==> config.mk <==
export PLATFORM = sky130hd
export DESIGN_NAME = rv32_decoder
export DESIGN_NICKNAME = d
export VERILOG_FILES = /design/src/design/rv32_isa_pkg.sv /design/src/design/decode_pkg.sv /design/src/design/operand_unit.sv /design/src/design/ctrl_decode.sv /design/src/design/decode_stage.sv /design/src/design/rv32_decoder.sv
export VERILOG_INCLUDE_DIRS = /design/src /design/src/design
export SDC_FILE = /design/constraint.sdc
export NUM_CORES = 1
export LEC_CHECK = 0
export BUFFER_PORTS_ARGS = -buffer_cell sky130_fd_sc_hd__buf_2
export CAP_MARGIN = 10
export CORE_MARGIN = 5
export CORE_UTILIZATION = 40
export CTS_CLUSTER_DIAMETER = 150
export DETAILED_ROUTE_END_ITERATION = 10
export GPL_ROUTABILITY_DRIVEN = 0
export PLACE_DENSITY = 0.63
export SYNTH_ARGS = -nofsm -noshare
export SYNTH_HDL_FRONTEND = slang
export SYNTH_HIERARCHICAL = 1
export SYNTH_SLANG_ARGS = --single-unit
==> constraint.sdc <==
create_clock -name clk_i -period 14.1 [get_ports clk_i]
set_input_delay 2.82 -clock clk_i [delete_from_list [all_inputs] [get_ports clk_i]]
set_output_delay 2.82 -clock clk_i [all_outputs]
set_load 0.1 [all_outputs]
==> src/design/decoder_config.svh <==
// Decoder width configuration

`ifndef DECODER_CONFIG_SVH
`define DECODER_CONFIG_SVH

////////////////////////////////////////////////////////////
// Widths fixed by the RV32I ISA
////////////////////////////////////////////////////////////

`define XLEN_W      32  // Data and instruction width
`define REG_ADDR_W  5   // x0..x31

////////////////////////////////////////////////////////////
// Widths of the decoded control fields
////////////////////////////////////////////////////////////

`define ALU_OP_W    4   // {instr[30], funct3}
`define LSU_CTRL_W  4   // {is_store, funct3}

`endif

==> src/design/rv32_isa_pkg.sv <==
// RV32I ISA types

`default_nettype none

`include "decoder_config.svh"

package rv32_isa_pkg;

    ////////////////////////////////////////////////////////////
    // Basic field types
    ////////////////////////////////////////////////////////////

    typedef logic [`XLEN_W-1:0]     word_t;      // Instruction word or immediate
    typedef logic [`REG_ADDR_W-1:0] reg_addr_t;  // Register file address
    typedef logic [2:0]             funct3_t;

    // Shift encodings of funct3 in OP-IMM
    localparam funct3_t FUNCT3_SLL = 3'b001;
    localparam funct3_t FUNCT3_SRX = 3'b101;  // SRLI and SRAI share it

    // Legal funct7 values for immediate shifts
    localparam logic [6:0] FUNCT7_ZERO = 7'b0000000;
    localparam logic [6:0] FUNCT7_ALT  = 7'b0100000;

    ////////////////////////////////////////////////////////////
    // Major opcodes handled by the decoder
    ////////////////////////////////////////////////////////////

    // Branches, jumps, FENCE and SYSTEM are not listed and decode as illegal
    typedef enum logic [6:0] {
        OPC_OP     = 7'b0110011,
        OPC_OP_IMM = 7'b0010011,
        OPC_LUI    = 7'b0110111,
        OPC_AUIPC  = 7'b0010111,
        OPC_LOAD   = 7'b0000011,
        OPC_STORE  = 7'b0100011
    } opcode_e;

endpackage

`default_nettype wire

==> src/design/decode_pkg.sv <==
// Decoder control and bundle types

`default_nettype none

`include "decoder_config.svh"

package decode_pkg;

    typedef logic [`ALU_OP_W-1:0]   alu_op_t;    // {instr[30], funct3}
    typedef logic [`LSU_CTRL_W-1:0] lsu_ctrl_t;  // {is_store, funct3}

    localparam alu_op_t ALU_OP_ADD = '0;

    // Immediate format select, none must stay zero
    typedef enum logic [2:0] {
        IMM_NONE  = 3'd0,
        IMM_I     = 3'd1,
        IMM_S     = 3'd2,
        IMM_U     = 3'd3,
        IMM_SHAMT = 3'd4
    } imm_fmt_e;

    ////////////////////////////////////////////////////////////
    // Bundles between the decoder parts
    ////////////////////////////////////////////////////////////

    typedef struct packed {
        rv32_isa_pkg::word_t i_imm;
        rv32_isa_pkg::word_t s_imm;
        rv32_isa_pkg::word_t u_imm;
        rv32_isa_pkg::word_t shamt;     // Zero extended
    } imm_cand_t;

    typedef struct packed {
        rv32_isa_pkg::reg_addr_t rs1;
        rv32_isa_pkg::reg_addr_t rs2;
        rv32_isa_pkg::reg_addr_t rd;
    } reg_fields_t;

    typedef struct packed {
        alu_op_t   alu_op;
        logic      use_pc;     // Operand A is the PC
        logic      op_b_imm;   // Operand B is the immediate
        logic      wb;
        logic      uses_rs1;
        logic      uses_rs2;
        imm_fmt_e  imm_fmt;
        logic      lsu_valid;
        lsu_ctrl_t lsu_ctrl;
        logic      illegal;
    } ctrl_t;

    ////////////////////////////////////////////////////////////
    // Decoder output
    ////////////////////////////////////////////////////////////

    typedef struct packed {
        alu_op_t                 alu_op;
        logic                    use_pc;
        logic                    op_b_imm;
        logic                    wb;
        rv32_isa_pkg::reg_addr_t rs1;       // Zero when unused
        rv32_isa_pkg::reg_addr_t rs2;       // Zero when unused
        rv32_isa_pkg::reg_addr_t rd;        // Zero for stores and illegal
        rv32_isa_pkg::word_t     imm;
        logic                    lsu_valid;
        lsu_ctrl_t               lsu_ctrl;
        logic                    illegal;
    } decoded_t;

    typedef enum logic {
        RUN   = 1'b0,
        STALL = 1'b1
    } stall_state_e;

endpackage

`default_nettype wire

==> src/design/operand_unit.sv <==
// Register fields and immediates

`timescale 1ns/1ps
`default_nettype none

`include "decoder_config.svh"

module operand_unit (
    input  wire logic                    clk_i,
    input  wire logic                    rstn_i,
    input  wire rv32_isa_pkg::word_t     instr_i,
    input  wire logic                    instr_accept_i,
    output decode_pkg::reg_fields_t      fields_o,
    output decode_pkg::imm_cand_t        imm_cand_o,
    output logic                         rs1_match_o,
    output logic                         rs2_match_o
);

    rv32_isa_pkg::reg_addr_t prev_rd_q;  // Destination of last accepted instr

    ////////////////////////////////////////////////////////////
    // Register fields
    ////////////////////////////////////////////////////////////

    assign fields_o.rs1 = instr_i[19:15];
    assign fields_o.rs2 = instr_i[24:20];
    assign fields_o.rd  = instr_i[11:7];   // Taken for every opcode, stores too

    ////////////////////////////////////////////////////////////
    // Immediate candidates
    ////////////////////////////////////////////////////////////

    assign imm_cand_o.i_imm = {{(`XLEN_W-12){instr_i[31]}}, instr_i[31:20]};
    assign imm_cand_o.s_imm = {{(`XLEN_W-12){instr_i[31]}}, instr_i[31:25], instr_i[11:7]};
    assign imm_cand_o.u_imm = {instr_i[31:12], 12'b0};

    // Shift amount is never negative
    assign imm_cand_o.shamt = {{(`XLEN_W-5){1'b0}}, instr_i[24:20]};

    ////////////////////////////////////////////////////////////
    // Read-after-write detection
    ////////////////////////////////////////////////////////////

    always_ff @(posedge clk_i) begin
        if (!rstn_i) begin
            prev_rd_q <= '0;
        end else if (instr_accept_i) begin
            prev_rd_q <= instr_i[11:7];
        end
    end

    // x0 is hardwired, so a match on it is no hazard
    assign rs1_match_o = (fields_o.rs1 == prev_rd_q) && (fields_o.rs1 != '0);
    assign rs2_match_o = (fields_o.rs2 == prev_rd_q) && (fields_o.rs2 != '0);

endmodule

`default_nettype wire

==> src/design/ctrl_decode.sv <==
// Opcode and funct decoder

`timescale 1ns/1ps
`default_nettype none

`include "decoder_config.svh"

module ctrl_decode (
    input  wire rv32_isa_pkg::word_t instr_i,
    output decode_pkg::ctrl_t        ctrl_o
);

    rv32_isa_pkg::opcode_e opcode;
    rv32_isa_pkg::funct3_t funct3;
    logic [6:0]            funct7;
    logic                  is_shift;  // OP-IMM with a legal shift encoding

    assign opcode = rv32_isa_pkg::opcode_e'(instr_i[6:0]);
    assign funct3 = instr_i[14:12];
    assign funct7 = instr_i[31:25];

    assign is_shift = ((funct3 == rv32_isa_pkg::FUNCT3_SLL) ||
                       (funct3 == rv32_isa_pkg::FUNCT3_SRX)) &&
                      ((funct7 == rv32_isa_pkg::FUNCT7_ZERO) ||
                       (funct7 == rv32_isa_pkg::FUNCT7_ALT));

    ////////////////////////////////////////////////////////////
    // Control decode
    ////////////////////////////////////////////////////////////

    always_comb begin
        // Defaults describe an instruction that does nothing
        ctrl_o          = '0;
        ctrl_o.alu_op   = decode_pkg::ALU_OP_ADD;
        ctrl_o.imm_fmt  = decode_pkg::IMM_NONE;

        case (opcode)
            rv32_isa_pkg::OPC_OP: begin
                ctrl_o.alu_op   = {instr_i[30], funct3};
                ctrl_o.uses_rs1 = 1'b1;
                ctrl_o.uses_rs2 = 1'b1;
                ctrl_o.wb       = 1'b1;
            end

            rv32_isa_pkg::OPC_OP_IMM: begin
                ctrl_o.uses_rs1 = 1'b1;
                ctrl_o.wb       = 1'b1;
                if (is_shift) begin
                    ctrl_o.alu_op  = {instr_i[30], funct3};  // Bit 30 picks SRA
                    ctrl_o.imm_fmt = decode_pkg::IMM_SHAMT;
                end else begin
                    ctrl_o.alu_op  = {1'b0, funct3};
                    ctrl_o.imm_fmt = decode_pkg::IMM_I;
                end
            end

            rv32_isa_pkg::OPC_LUI: begin
                ctrl_o.imm_fmt = decode_pkg::IMM_U;
                ctrl_o.wb      = 1'b1;
            end

            rv32_isa_pkg::OPC_AUIPC: begin
                ctrl_o.imm_fmt = decode_pkg::IMM_U;
                ctrl_o.use_pc  = 1'b1;  // PC + upper immediate
                ctrl_o.wb      = 1'b1;
            end

            rv32_isa_pkg::OPC_LOAD: begin
                ctrl_o.imm_fmt   = decode_pkg::IMM_I;
                ctrl_o.uses_rs1  = 1'b1;
                ctrl_o.lsu_valid = 1'b1;
                ctrl_o.lsu_ctrl  = {1'b0, funct3};
            end

            rv32_isa_pkg::OPC_STORE: begin
                ctrl_o.imm_fmt   = decode_pkg::IMM_S;
                ctrl_o.uses_rs1  = 1'b1;
                ctrl_o.uses_rs2  = 1'b1;  // Store data
                ctrl_o.lsu_valid = 1'b1;
                ctrl_o.lsu_ctrl  = {1'b1, funct3};
            end

            default: begin
                ctrl_o.alu_op  = '0;
                ctrl_o.illegal = 1'b1;
            end
        endcase

        // Operand B follows the immediate format
        ctrl_o.op_b_imm = (ctrl_o.imm_fmt != decode_pkg::IMM_NONE);
    end

endmodule

`default_nettype wire

==> src/design/decode_stage.sv <==
// Decode stage with stall FSM

`timescale 1ns/1ps
`default_nettype none

`include "decoder_config.svh"

module decode_stage (
    input  wire logic                    clk_i,
    input  wire logic                    rstn_i,
    input  wire logic                    instr_valid_i,
    input  wire decode_pkg::reg_fields_t fields_i,
    input  wire decode_pkg::imm_cand_t   imm_cand_i,
    input  wire logic                    rs1_match_i,
    input  wire logic                    rs2_match_i,
    input  wire decode_pkg::ctrl_t       ctrl_i,
    input  wire logic                    dec_ready_i,
    output logic                         instr_ready_o,
    output logic                         instr_accept_o,
    output logic                         dec_valid_o,
    output decode_pkg::decoded_t         dec_o
);

    decode_pkg::stall_state_e state_q;
    decode_pkg::stall_state_e state_d;
    decode_pkg::decoded_t     dec_d;
    logic                     hazard;
    logic                     out_space;  // Output register free this cycle
    logic                     is_store;

    ////////////////////////////////////////////////////////////
    // Stall FSM and input handshake
    ////////////////////////////////////////////////////////////

    assign hazard    = (ctrl_i.uses_rs1 && rs1_match_i) || (ctrl_i.uses_rs2 && rs2_match_i);
    assign out_space = !dec_valid_o || dec_ready_i;

    // In STALL the bubble is already spent
    assign instr_ready_o  = out_space && ((state_q == decode_pkg::STALL) || !hazard);
    assign instr_accept_o = instr_valid_i && instr_ready_o;

    always_comb begin
        state_d = state_q;
        case (state_q)
            decode_pkg::RUN: begin
                if (instr_valid_i && hazard && out_space) begin
                    state_d = decode_pkg::STALL;
                end
            end
            decode_pkg::STALL: begin
                if (instr_accept_o) begin
                    state_d = decode_pkg::RUN;
                end
            end
            default: state_d = decode_pkg::RUN;
        endcase
    end

    always_ff @(posedge clk_i) begin
        if (!rstn_i) begin
            state_q <= decode_pkg::RUN;
        end else begin
            state_q <= state_d;
        end
    end

    ////////////////////////////////////////////////////////////
    // Bundle assembly
    ////////////////////////////////////////////////////////////

    assign is_store = ctrl_i.lsu_valid && ctrl_i.lsu_ctrl[`LSU_CTRL_W-1];

    always_comb begin
        dec_d.alu_op    = ctrl_i.alu_op;
        dec_d.use_pc    = ctrl_i.use_pc;
        dec_d.op_b_imm  = ctrl_i.op_b_imm;
        dec_d.wb        = ctrl_i.wb;
        dec_d.rs1       = ctrl_i.uses_rs1 ? fields_i.rs1 : '0;
        dec_d.rs2       = ctrl_i.uses_rs2 ? fields_i.rs2 : '0;
        dec_d.rd        = (is_store || ctrl_i.illegal) ? '0 : fields_i.rd;
        dec_d.lsu_valid = ctrl_i.lsu_valid;
        dec_d.lsu_ctrl  = ctrl_i.lsu_ctrl;
        dec_d.illegal   = ctrl_i.illegal;

        case (ctrl_i.imm_fmt)
            decode_pkg::IMM_I:     dec_d.imm = imm_cand_i.i_imm;
            decode_pkg::IMM_S:     dec_d.imm = imm_cand_i.s_imm;
            decode_pkg::IMM_U:     dec_d.imm = imm_cand_i.u_imm;
            decode_pkg::IMM_SHAMT: dec_d.imm = imm_cand_i.shamt;
            default:               dec_d.imm = '0;
        endcase
    end

    ////////////////////////////////////////////////////////////
    // Output register
    ////////////////////////////////////////////////////////////

    always_ff @(posedge clk_i) begin
        if (!rstn_i) begin
            dec_valid_o <= 1'b0;
        end else if (out_space) begin
            dec_valid_o <= instr_accept_o;
        end
    end

    always_ff @(posedge clk_i) begin
        if (instr_accept_o) begin
            dec_o <= dec_d;
        end
    end

    // Held bundle must not change until the consumer takes it
    a_out_stable: assert property (@(posedge clk_i) disable iff (!rstn_i)
        dec_valid_o && !dec_ready_i |=> dec_valid_o && $stable(dec_o))
        else $error("Decoded bundle changed under back-pressure");

    // The held hazard instruction goes through once the output has space
    a_stall_once: assert property (@(posedge clk_i) disable iff (!rstn_i)
        (state_q == decode_pkg::STALL) && out_space |=> state_q == decode_pkg::RUN)
        else $error("Stall state outlived the accept");

    // Illegal opcodes must reach the output with no side effects
    a_illegal_quiet: assert property (@(posedge clk_i) disable iff (!rstn_i)
        dec_valid_o && dec_o.illegal |-> !dec_o.wb && !dec_o.lsu_valid)
        else $error("Illegal instruction with write-back or LSU request");

endmodule

`default_nettype wire

==> src/design/rv32_decoder.sv <==
// RV32I decoder top

`timescale 1ns/1ps
`default_nettype none

`include "decoder_config.svh"

module rv32_decoder (
    input  wire logic                clk_i,
    input  wire logic                rstn_i,
    input  wire logic                instr_valid_i,
    input  wire rv32_isa_pkg::word_t instr_i,
    output logic                     instr_ready_o,
    output logic                     dec_valid_o,
    output decode_pkg::decoded_t     dec_o,
    input  wire logic                dec_ready_i
);

    decode_pkg::reg_fields_t fields;
    decode_pkg::imm_cand_t   imm_cand;
    decode_pkg::ctrl_t       ctrl;
    logic                    rs1_match;
    logic                    rs2_match;
    logic                    instr_accept;  // Updates the previous destination

    operand_unit operand_unit_inst (
        .clk_i          (clk_i),
        .rstn_i         (rstn_i),
        .instr_i        (instr_i),
        .instr_accept_i (instr_accept),
        .fields_o       (fields),
        .imm_cand_o     (imm_cand),
        .rs1_match_o    (rs1_match),
        .rs2_match_o    (rs2_match)
    );

    ctrl_decode ctrl_decode_inst (
        .instr_i (instr_i),
        .ctrl_o  (ctrl)
    );

    decode_stage decode_stage_inst (
        .clk_i          (clk_i),
        .rstn_i         (rstn_i),
        .instr_valid_i  (instr_valid_i),
        .fields_i       (fields),
        .imm_cand_i     (imm_cand),
        .rs1_match_i    (rs1_match),
        .rs2_match_i    (rs2_match),
        .ctrl_i         (ctrl),
        .dec_ready_i    (dec_ready_i),
        .instr_ready_o  (instr_ready_o),
        .instr_accept_o (instr_accept),
        .dec_valid_o    (dec_valid_o),
        .dec_o          (dec_o)
    );

endmodule

`default_nettype wire

== After elaboration in Yosys (flattened, before gate mapping) ==
Cells that the tools add are included.

* Flip-flop bits (word level): 67
* Output and inout bits: 62

* Equal/unequal tests: 15
* Mux-type cells: 14
* Bitwise gates (word level): 1
* Reductions and logical operators: 27

{| class="wikitable"
|+ Operators by type and width
! cell !! number
|-
| 32-bit case mux with 4 select lines || 1
|-
| 7-bit by 6-bit equality test with 1-bit output (second input constant) || 4
|-
| 7-bit by 5-bit equality test with 1-bit output (second input constant) || 2
|-
| 3-bit case mux with 4 select lines || 1
|-
| 5-bit equality test || 2
|-
| 1-bit logical AND || 10
|-
| 5-bit case mux with 2 select lines || 1
|-
| 5-bit nonzero test || 2
|-
| 4-bit case mux with 2 select lines || 1
|-
| 4-bit OR reduction || 2
|-
| 7-bit by 2-bit equality test with 1-bit output (second input constant) || 1
|-
| 7-bit logical NOT || 1
|-
| 1-bit 2-to-1 mux || 7
|-
| 3-bit by 1-bit equality test with 1-bit output (second input constant) || 2
|-
| 3-bit by 2-bit equality test with 1-bit output (second input constant) || 2
|-
| 3-bit equality test (second input constant) || 2
|-
| 1-bit logical OR || 6
|-
| 6-bit OR reduction || 1
|-
| 4-bit 2-to-1 mux || 1
|-
| 2-bit OR reduction || 2
|-
| 3-bit 2-to-1 mux || 1
|-
| 3-bit nonzero test || 1
|-
| 1-bit logical NOT || 2
|-
| 1-bit case mux with 2 select lines || 1
|-
| 1-bit inverter || 1
|}

== Longest topological paths before layout ==
Gate-level depths: netlist of run 1.

* Depth after elaboration: 11
* Mapped depth: 9
* Gate-level depth less buffers: 8

== Cells and area by module ==
Netlist of run 1, hierarchy kept.

{| class="wikitable"
|+ Modules (own cells, without submodules)
! module !! times used !! cells an instance !! area each (um^2)
|-
| decode_stage || 1 || 208 || 3,090.5
|-
| operand_unit || 1 || 178 || 1,406.3
|-
| ctrl_decode || 1 || 28 || 237.7
|}

== Least setup slack after synthesis of run 1 ==
No wires, ideal clock.

* Path kind: input to register
* Start: in instr_i[15]
* End: reg operand_unit_inst.prev_rd_q[0]
* Setup time: 116 ps
* Arrival time: 8,855 ps
* Required time: 13,984 ps
* Setup slack: 5,129 ps
* Stages: 8
* Buffers on the path: 1
* Cells stage by stage: o41ai_2 -> a21oi_1 -> a22oi_1 -> nor2_1 -> nor3b_1 -> buf_4 -> mux2i_1 -> nor2b_1

* Word-level cells in the longest chain between the ends: 8

{| class="wikitable"
|+ Ends and longest elaborated chain
! item !! line !! RTL
|-
| from (decl) || rv32_decoder.sv:12 || <nowiki>input wire rv32_isa_pkg::word_t instr_i,</nowiki>
|-
| 5-bit equality test or 5-bit nonzero test (tied branches) || operand_unit.sv:53 || <nowiki>assign rs1_match_o = (fields_o.rs1 == prev_rd_q) && (fields_o.rs1 != '0);</nowiki>
|-
| 1-bit logical AND * || operand_unit.sv:53 ||
|-
| net rs1_match || rv32_decoder.sv:22 || <nowiki>logic rs1_match;</nowiki>
|-
| 1-bit logical AND * || decode_stage.sv:35 || <nowiki>assign hazard = (ctrl_i.uses_rs1 && rs1_match_i) || (ctrl_i.uses_rs2 && rs2_match_i);</nowiki>
|-
| 1-bit logical OR * || decode_stage.sv:35 ||
|-
| 1-bit logical NOT * || decode_stage.sv:39 || <nowiki>assign instr_ready_o = out_space && ((state_q == decode_pkg::STALL) || !hazard);</nowiki>
|-
| 1-bit logical OR * || decode_stage.sv:39 ||
|-
| 1-bit logical AND * || decode_stage.sv:39 ||
|-
| 1-bit logical AND * || decode_stage.sv:40 || <nowiki>assign instr_accept_o = instr_valid_i && instr_ready_o;</nowiki>
|-
| net instr_accept || rv32_decoder.sv:24 || <nowiki>logic instr_accept;</nowiki>
|-
| to (signal assigned) || operand_unit.sv:48 || <nowiki>prev_rd_q <= instr_i[11:7];</nowiki>
|-
| to (decl) || operand_unit.sv:19 || <nowiki>rv32_isa_pkg::reg_addr_t prev_rd_q;</nowiki>
|}

Mark *: on every way through the listed nets, which the timed path passes. The rest lies on a longest branch.
A chain may end at the register's enable or synchronous reset.

==> results.ini, run 1 <==
[sta]
grt_setup_unrepaired=no
finalCritPeriodShare_pct=50.8
finalHoldViolations=0
relSlewSlack_pct=26.6
timing.fmax_mhz=140
finalSetupViolCount=0
clock_skew_ns=0.00553
setup-tns-final_ns=0
layout_min_cycle_time_ns=7.16
worst_pin_slew_ns=1.10
final_max_slew_viol_count=0

[run]
maxCapViolations=0

[logic_synthesis]
yosysWarnings=6
ys_types=42
async_flop_share_pct=0
syn-cell-area_um2=4730
synth_edf_count=60
syn_avg_cell_area_um2=11.4
yosys_register_bits=67
yosysSeqAreaShare_pct=41.0
synth_cells=414
ys.flop_type=edfxtp_1

[route]
vias_per_cell=4.85
drt_iter0_drc=153
firstDrtPassIters=4
antenna_left=0
vias=2679
drc_errors=0
routed_wirelength_um=9520
wl_per_cell_um=17.3

[power_and_ir_drop]
p_leak_nw=1.76
power.density_nw_per_um2=118
peakVddDrop_mv=0.0521
power.total_uw=548

[setup_path]
cp_slowest_stage_delay_ns=0.29
crit_required_ns=11.28
start_kind=input pin
crit_family=simple AND/OR/NAND/NOR gates
critical_path_arrival_ns=4.34
cpMaxStageDelayCell=buf_2
crit_chain=buf_2 > nand3b_1 > nor4_1 > buf_4 > a22oi_1 > nor2_1 > nor2_1 > buf_2
crit_type=input pin to output pin
cp_max_fo=6
end_kind=output pin
critPathBufInv=3

[clocking]
cts_htree_levels=3
postCtsSetupRepairBufs=0
cts_resized=0
clk_latency_ns=0.34
cts_tree=yes
cts-hold-fix-buffers=0
clk_pin_slew_worst_paths_ns=0.05
numCtsBuffers=9
clockRootBuffer=clkbuf_16
clock_sink_count=67
clock_path_buffers=2

[finish]
nNetsFinal=441
n_antenna_cell=0
area_delta_synth_final_pct=-2.11
final_cell_mix=97 x buf_2, 60 x edfxtp_1, 39 x conb_1
mostFrequentLayoutCell=buf_2
fillCellCount=1136
drive_above_1_share_pct=38.4

[floorplan]
die_area_um2=14100
coreArea_um2=11500
pin_count=98
initial_utilization_pct=41.1
die_w_um=119
dieHeight_um=119
rows=39

[status]
outcome=complete, no violations

[global_routing]
grt_pass1_vias=2730
antenna_found_initial=0
grt_pass1_wl_um=15100
grt-ovfl-total=0
grt_max_degree=45
gr-usage-all-layers_pct=13.9

[worst_hold_path]
hold_path.class=flip-flop to flip-flop

[placement]
io_buffers=97
dp_hpwl_um=6680

[final timing paths]
kind / start / endpoint / slack (ns) / cells past startpoint
worst min-delay path: decode_stage_inst/state_q / decode_stage_inst/dec_valid_o / 0.55 / 2
worst max register to register: operand_unit_inst/prev_rd_q[2] / operand_unit_inst/prev_rd_q[0] / 11.85 / 9
worst min register to register: decode_stage_inst/state_q / decode_stage_inst/dec_valid_o / 0.55 / 2
worst max-delay path: instr_i[6] / instr_ready_o / 6.94 / 8
[cell type report]
cell class / count / area (um2) / share of cell area, %
Tap cell: 143 / 179 / 3.86
Clock inverter: 6 / 23.8 / 0.513
Sequential cell: 67 / 1940 / 41.9
Multi-Input combinational cell: 222 / 1720 / 37.2
Clock buffer: 9 / 225 / 4.86
Inverter: 1 / 3.75 / 0.0810
Timing Repair Buffer: 104 / 538 / 11.6
[where the power goes]
group,internal (mW),switching [mW]
registers,0.228,0.00374
clock network,0.114,0.0806
logic,0.0206,0.101
total,0.363,0.186
[stage by stage]
stage	setup slack, ns	hold WS [ns]	instance area, um2	util (%)	std cells
6_report	6.94	0.553	4630	40.2	552
5_1_grt	6.79	0.601	4630	40.2	552
4_1_cts	6.92	0.551	4630	40.2	552
3_5_place_dp	6.93	0.546	4390	38.1	537
3_3_place_gp	7.00	0.520	4390	38.1	537
2_1_floorplan	5.13	0.527	4880	-	452
[per-layer routing]
layer	wire length, um	track usage, %	vias to the layer above
li1	-	-	1302
met1	4260	17.1	1285
met2	4480	22.1	79
met3	558	4.25	13
met4	223	7.24	0
met5	0	0	-
[cell families (layout without fill, tap and decap cells)]
group | after synthesis | count (layout) | share of synthesized area (%)
other | 1 | 39 | 0.0792
XOR/XNOR | 8 | 8 | 1.48
flip-flops | 67 | 67 | 41.0
AND/OR/NAND/NOR | 60 | 60 | 9.12
AO/OA/AOI/OAI | 78 | 78 | 14.7
multiplexers | 37 | 37 | 7.85
buffers and inverters | 163 | 120 | 25.7
[state kept, by name, indices dropped and copies added (netlist names)]
name / flops
operand_unit_inst/prev_rd_q: 5
decode_stage_inst/state_q: 1
decode_stage_inst/dec_o: 60
decode_stage_inst/dec_valid_o: 1
[synthesized netlist by cell type, types with 2 or more instances]
master | n | share of area (%)
nor2b_1 | 6 | 0.79
dfxtp_1 | 7 | 3.0
a21o_2 | 2 | 0.37
nor4_1 | 2 | 0.26
xnor2_1 | 8 | 1.5
buf_2 | 3 | 0.32
buf_4 | 144 | 23
and2_1 | 23 | 3.0
nand2_1 | 4 | 0.32
nand3b_1 | 3 | 0.48
edfxtp_1 | 60 | 38
a22oi_2 | 29 | 7.7
nor3_2 | 2 | 0.42
o41ai_2 | 2 | 0.69
nand4_1 | 2 | 0.26
buf_6 | 8 | 1.9
nand2b_1 | 2 | 0.26
a22oi_1 | 3 | 0.48
mux2i_1 | 36 | 7.6
o22ai_1 | 31 | 4.1
clkbuf_1 | 6 | 0.48
nor2_1 | 6 | 0.48
a21oi_1 | 6 | 0.63
[worst reg2reg max path, delay by kind of cell (launching register included)]
family                    cells  cell delay (ns)
and+or+nand+nor               4             0.53
buffers and inverters         1             0.52
DFF                           1             0.42
AOI/OAI and AO/OA             2             0.30
muxes                         1             0.26
xor gates and xnor gates      1             0.11
Power figures use the tool's default switching activity.
==> inputs of run 2 (changes only) <==
Clock period 14.1 ns to 6.9 ns, I/O delays scaled along.
==> run 2 against run 1 <==
Sequential power increased by 100%. Cell count decreased by 0.18%. Highest routed layer unchanged. Critical endpoint unchanged. Non-clock buffer count decreased by 2. Clock-buffer cell count unchanged. Utilization increased by 0.32 points. Critical path depth decreased by 1. Sequential share of layout area decreased by 0.33 points. Clock skew increased by 0.0026 ns. Worst setup slack got worse by 4.5 ns.
==> results.ini, run 2 (same netlist as run 1, synthesis figures left out) <==
[status]
outcome=complete, no violations

[sta]
whs_ns=0.555  ; +0.00135 ns
grt_setup_unrepaired=no
finalCritPeriodShare_pct=64.8
final_max_slew_viol_count=0  ; unchanged
clock_skew_ns=0.00817  ; +0.00264 ns
timing.fmax_mhz=224
layout_min_cycle_time_ns=4.47
setup-tns-final_ns=0  ; unchanged
worst_pin_slew_ns=1.25  ; +0.152 ns
finalHoldViolations=0  ; unchanged
relSlewSlack_pct=16.6  ; -10 points
finalSetupViolCount=0  ; unchanged

[route]
firstDrtPassIters=4  ; unchanged
routed_wirelength_um=9490  ; -0.36%
drt_iter0_drc=149  ; -2.6%
drc_errors=0  ; unchanged
wl_per_cell_um=17.2  ; -0.18%
antenna_left=0  ; unchanged
vias=2651  ; -1.0%
vias_per_cell=4.81  ; -0.87%

[worst_hold_path]
min_path_cells=2  ; unchanged
hold_path.class=flip-flop to flip-flop
hold_end=decode_stage_inst/dec_valid_o
min-delay-start=decode_stage_inst/dec_valid_o

[global_routing]
grt_max_degree=45  ; unchanged
grt_pass1_wl_um=15200  ; +0.73%
gr-usage-all-layers_pct=13.8  ; -0.10 points
antenna_found_initial=0  ; unchanged
grt-ovfl-total=0  ; unchanged
grt_pass1_vias=2789  ; +2.2%

[clocking]
clk_pin_slew_worst_paths_ns=0.06  ; about the same
numCtsBuffers=9  ; unchanged
cts-hold-fix-buffers=0  ; unchanged
clock_sink_count=67  ; unchanged
postCtsSetupRepairBufs=0  ; unchanged
cts_resized=0  ; unchanged
clock_path_buffers=2  ; unchanged
cts_htree_levels=3  ; unchanged
cts_tree=yes
clk_latency_ns=0.34  ; about the same
clockRootBuffer=clkbuf_16

[floorplan]
rows=39  ; unchanged
coreArea_um2=11500  ; unchanged
die_w_um=119  ; unchanged
pin_count=98  ; unchanged
die_area_um2=14100  ; unchanged
dieHeight_um=119  ; unchanged
initial_utilization_pct=41.1  ; unchanged

[finish]
drive_above_1_share_pct=39.2  ; +0.83 points
fin_cells=551  ; -0.18%
area_delta_synth_final_pct=-1.35
n_antenna_cell=0  ; unchanged
nNetsFinal=439  ; -0.45%
largest_register_ffs=60  ; unchanged
biggestRegsByFlops=decode_stage_inst/dec_o: 60 flops, operand_unit_inst/prev_rd_q: 5 flops
mostFrequentLayoutCell=buf_2
final_util_pct=40.6  ; +0.32 points
final_cell_mix=97 x buf_2, 60 x edfxtp_1, 39 x conb_1
fillCellCount=1110  ; -2.3%
largest_register=decode_stage_inst/dec_o

[power_and_ir_drop]
power.density_nw_per_um2=252  ; +110%
peakVddDrop_mv=0.133  ; +160%
p_leak_nw=1.77  ; +0.64%
power.total_mw=1.18  ; +110%

[setup_path]
end_kind=output pin
r2r-end=operand_unit_inst/prev_rd_q[2]
critical_path_arrival_ns=3.09  ; -1.25 ns
start_kind=input pin
cp_max_fo=9  ; +3
crit_type=input pin to output pin
rr_worst_depth=9  ; unchanged
ff2ff_setup_slack_ns=4.82  ; -7.03 ns
regToRegStartpoint=operand_unit_inst/prev_rd_q[4]
crit_required_ns=5.52  ; -5.76 ns

[placement]
dpl.cell_count=535  ; -0.37%
io_buffers=97  ; unchanged
dp_hpwl_um=6630  ; -0.76%

[run]
maxCapViolations=0  ; unchanged

[run 2: cell types whose count changed in the layout (fill, tap and decap cells not counted), sizes merged]
cell      change
buf           -2
bufinv        +1
clkinv        -1
clkinvlp      +1
[run 2: how the worst max path moves through the flow]
stage                      from                              to  slack (ns)  depth (start not counted)
floorplan           instr_i[15]  operand_unit_inst/prev_rd_q[0]        1.61                          8
global placement     instr_i[6]     decode_stage_inst/dec_o[36]        2.48                          7
detailed placement   instr_i[6]     decode_stage_inst/dec_o[12]        2.35                          7
CTS                  instr_i[6]                   instr_ready_o        2.40                          7
global route         instr_i[6]                   instr_ready_o        2.24                          7
finish               instr_i[6]                   instr_ready_o        2.43                          7
[run 2: per-stage QoR]
stage                     setup WS [ns]  cell area, um2
after global routing               2.24            4670
after global placement             2.48            4380
final                              2.43            4670
after CTS                          2.40            4670
after detailed placement           2.35            4380
after floorplan                    1.61            4880
[run 2: layout make-up]
class / instances / area (um2) / area share, %
multi-input combinational: 222 / 1730 / 37.0
tap: 143 / 179 / 3.83
timing repair buffer: 102 / 523 / 11.2
inverter: 1 / 3.75 / 0.0804
clock inverter: 7 / 68.8 / 1.47
sequential: 67 / 1940 / 41.6
clock buffer: 9 / 225 / 4.82
[run 2: critical path, cell delays in order]
cell	delay, ns
buf_2	0.10
nand3b_1	0.24
nor3_2	0.48
a22oi_1	0.21
nor2_1	0.28
nor2_1	0.09
buf_2	0.30
[run 2: power by group]
| group | internal (mW) | switching, mW | leakage [nW] | total, mW |
|---|---|---|---|---|
| logic | 0.0421 | 0.207 | 0.977 | 0.249 |
| clock network | 0.278 | 0.176 | 0.143 | 0.454 |
| registers | 0.465 | 0.00773 | 0.651 | 0.473 |
| total | 0.785 | 0.390 | 1.77 | 1.18 |
[run 2: metal layers]
layer	part of all wire, %	wire [um]	up-vias	global-route usage [%]
met2	48	4560	86	22.3
met3	7.5	707	9	6.02
li1	-	-	1292	-
met5	0	0	-	0
met4	0.83	79	0	3.55
met1	44	4140	1264	17.0
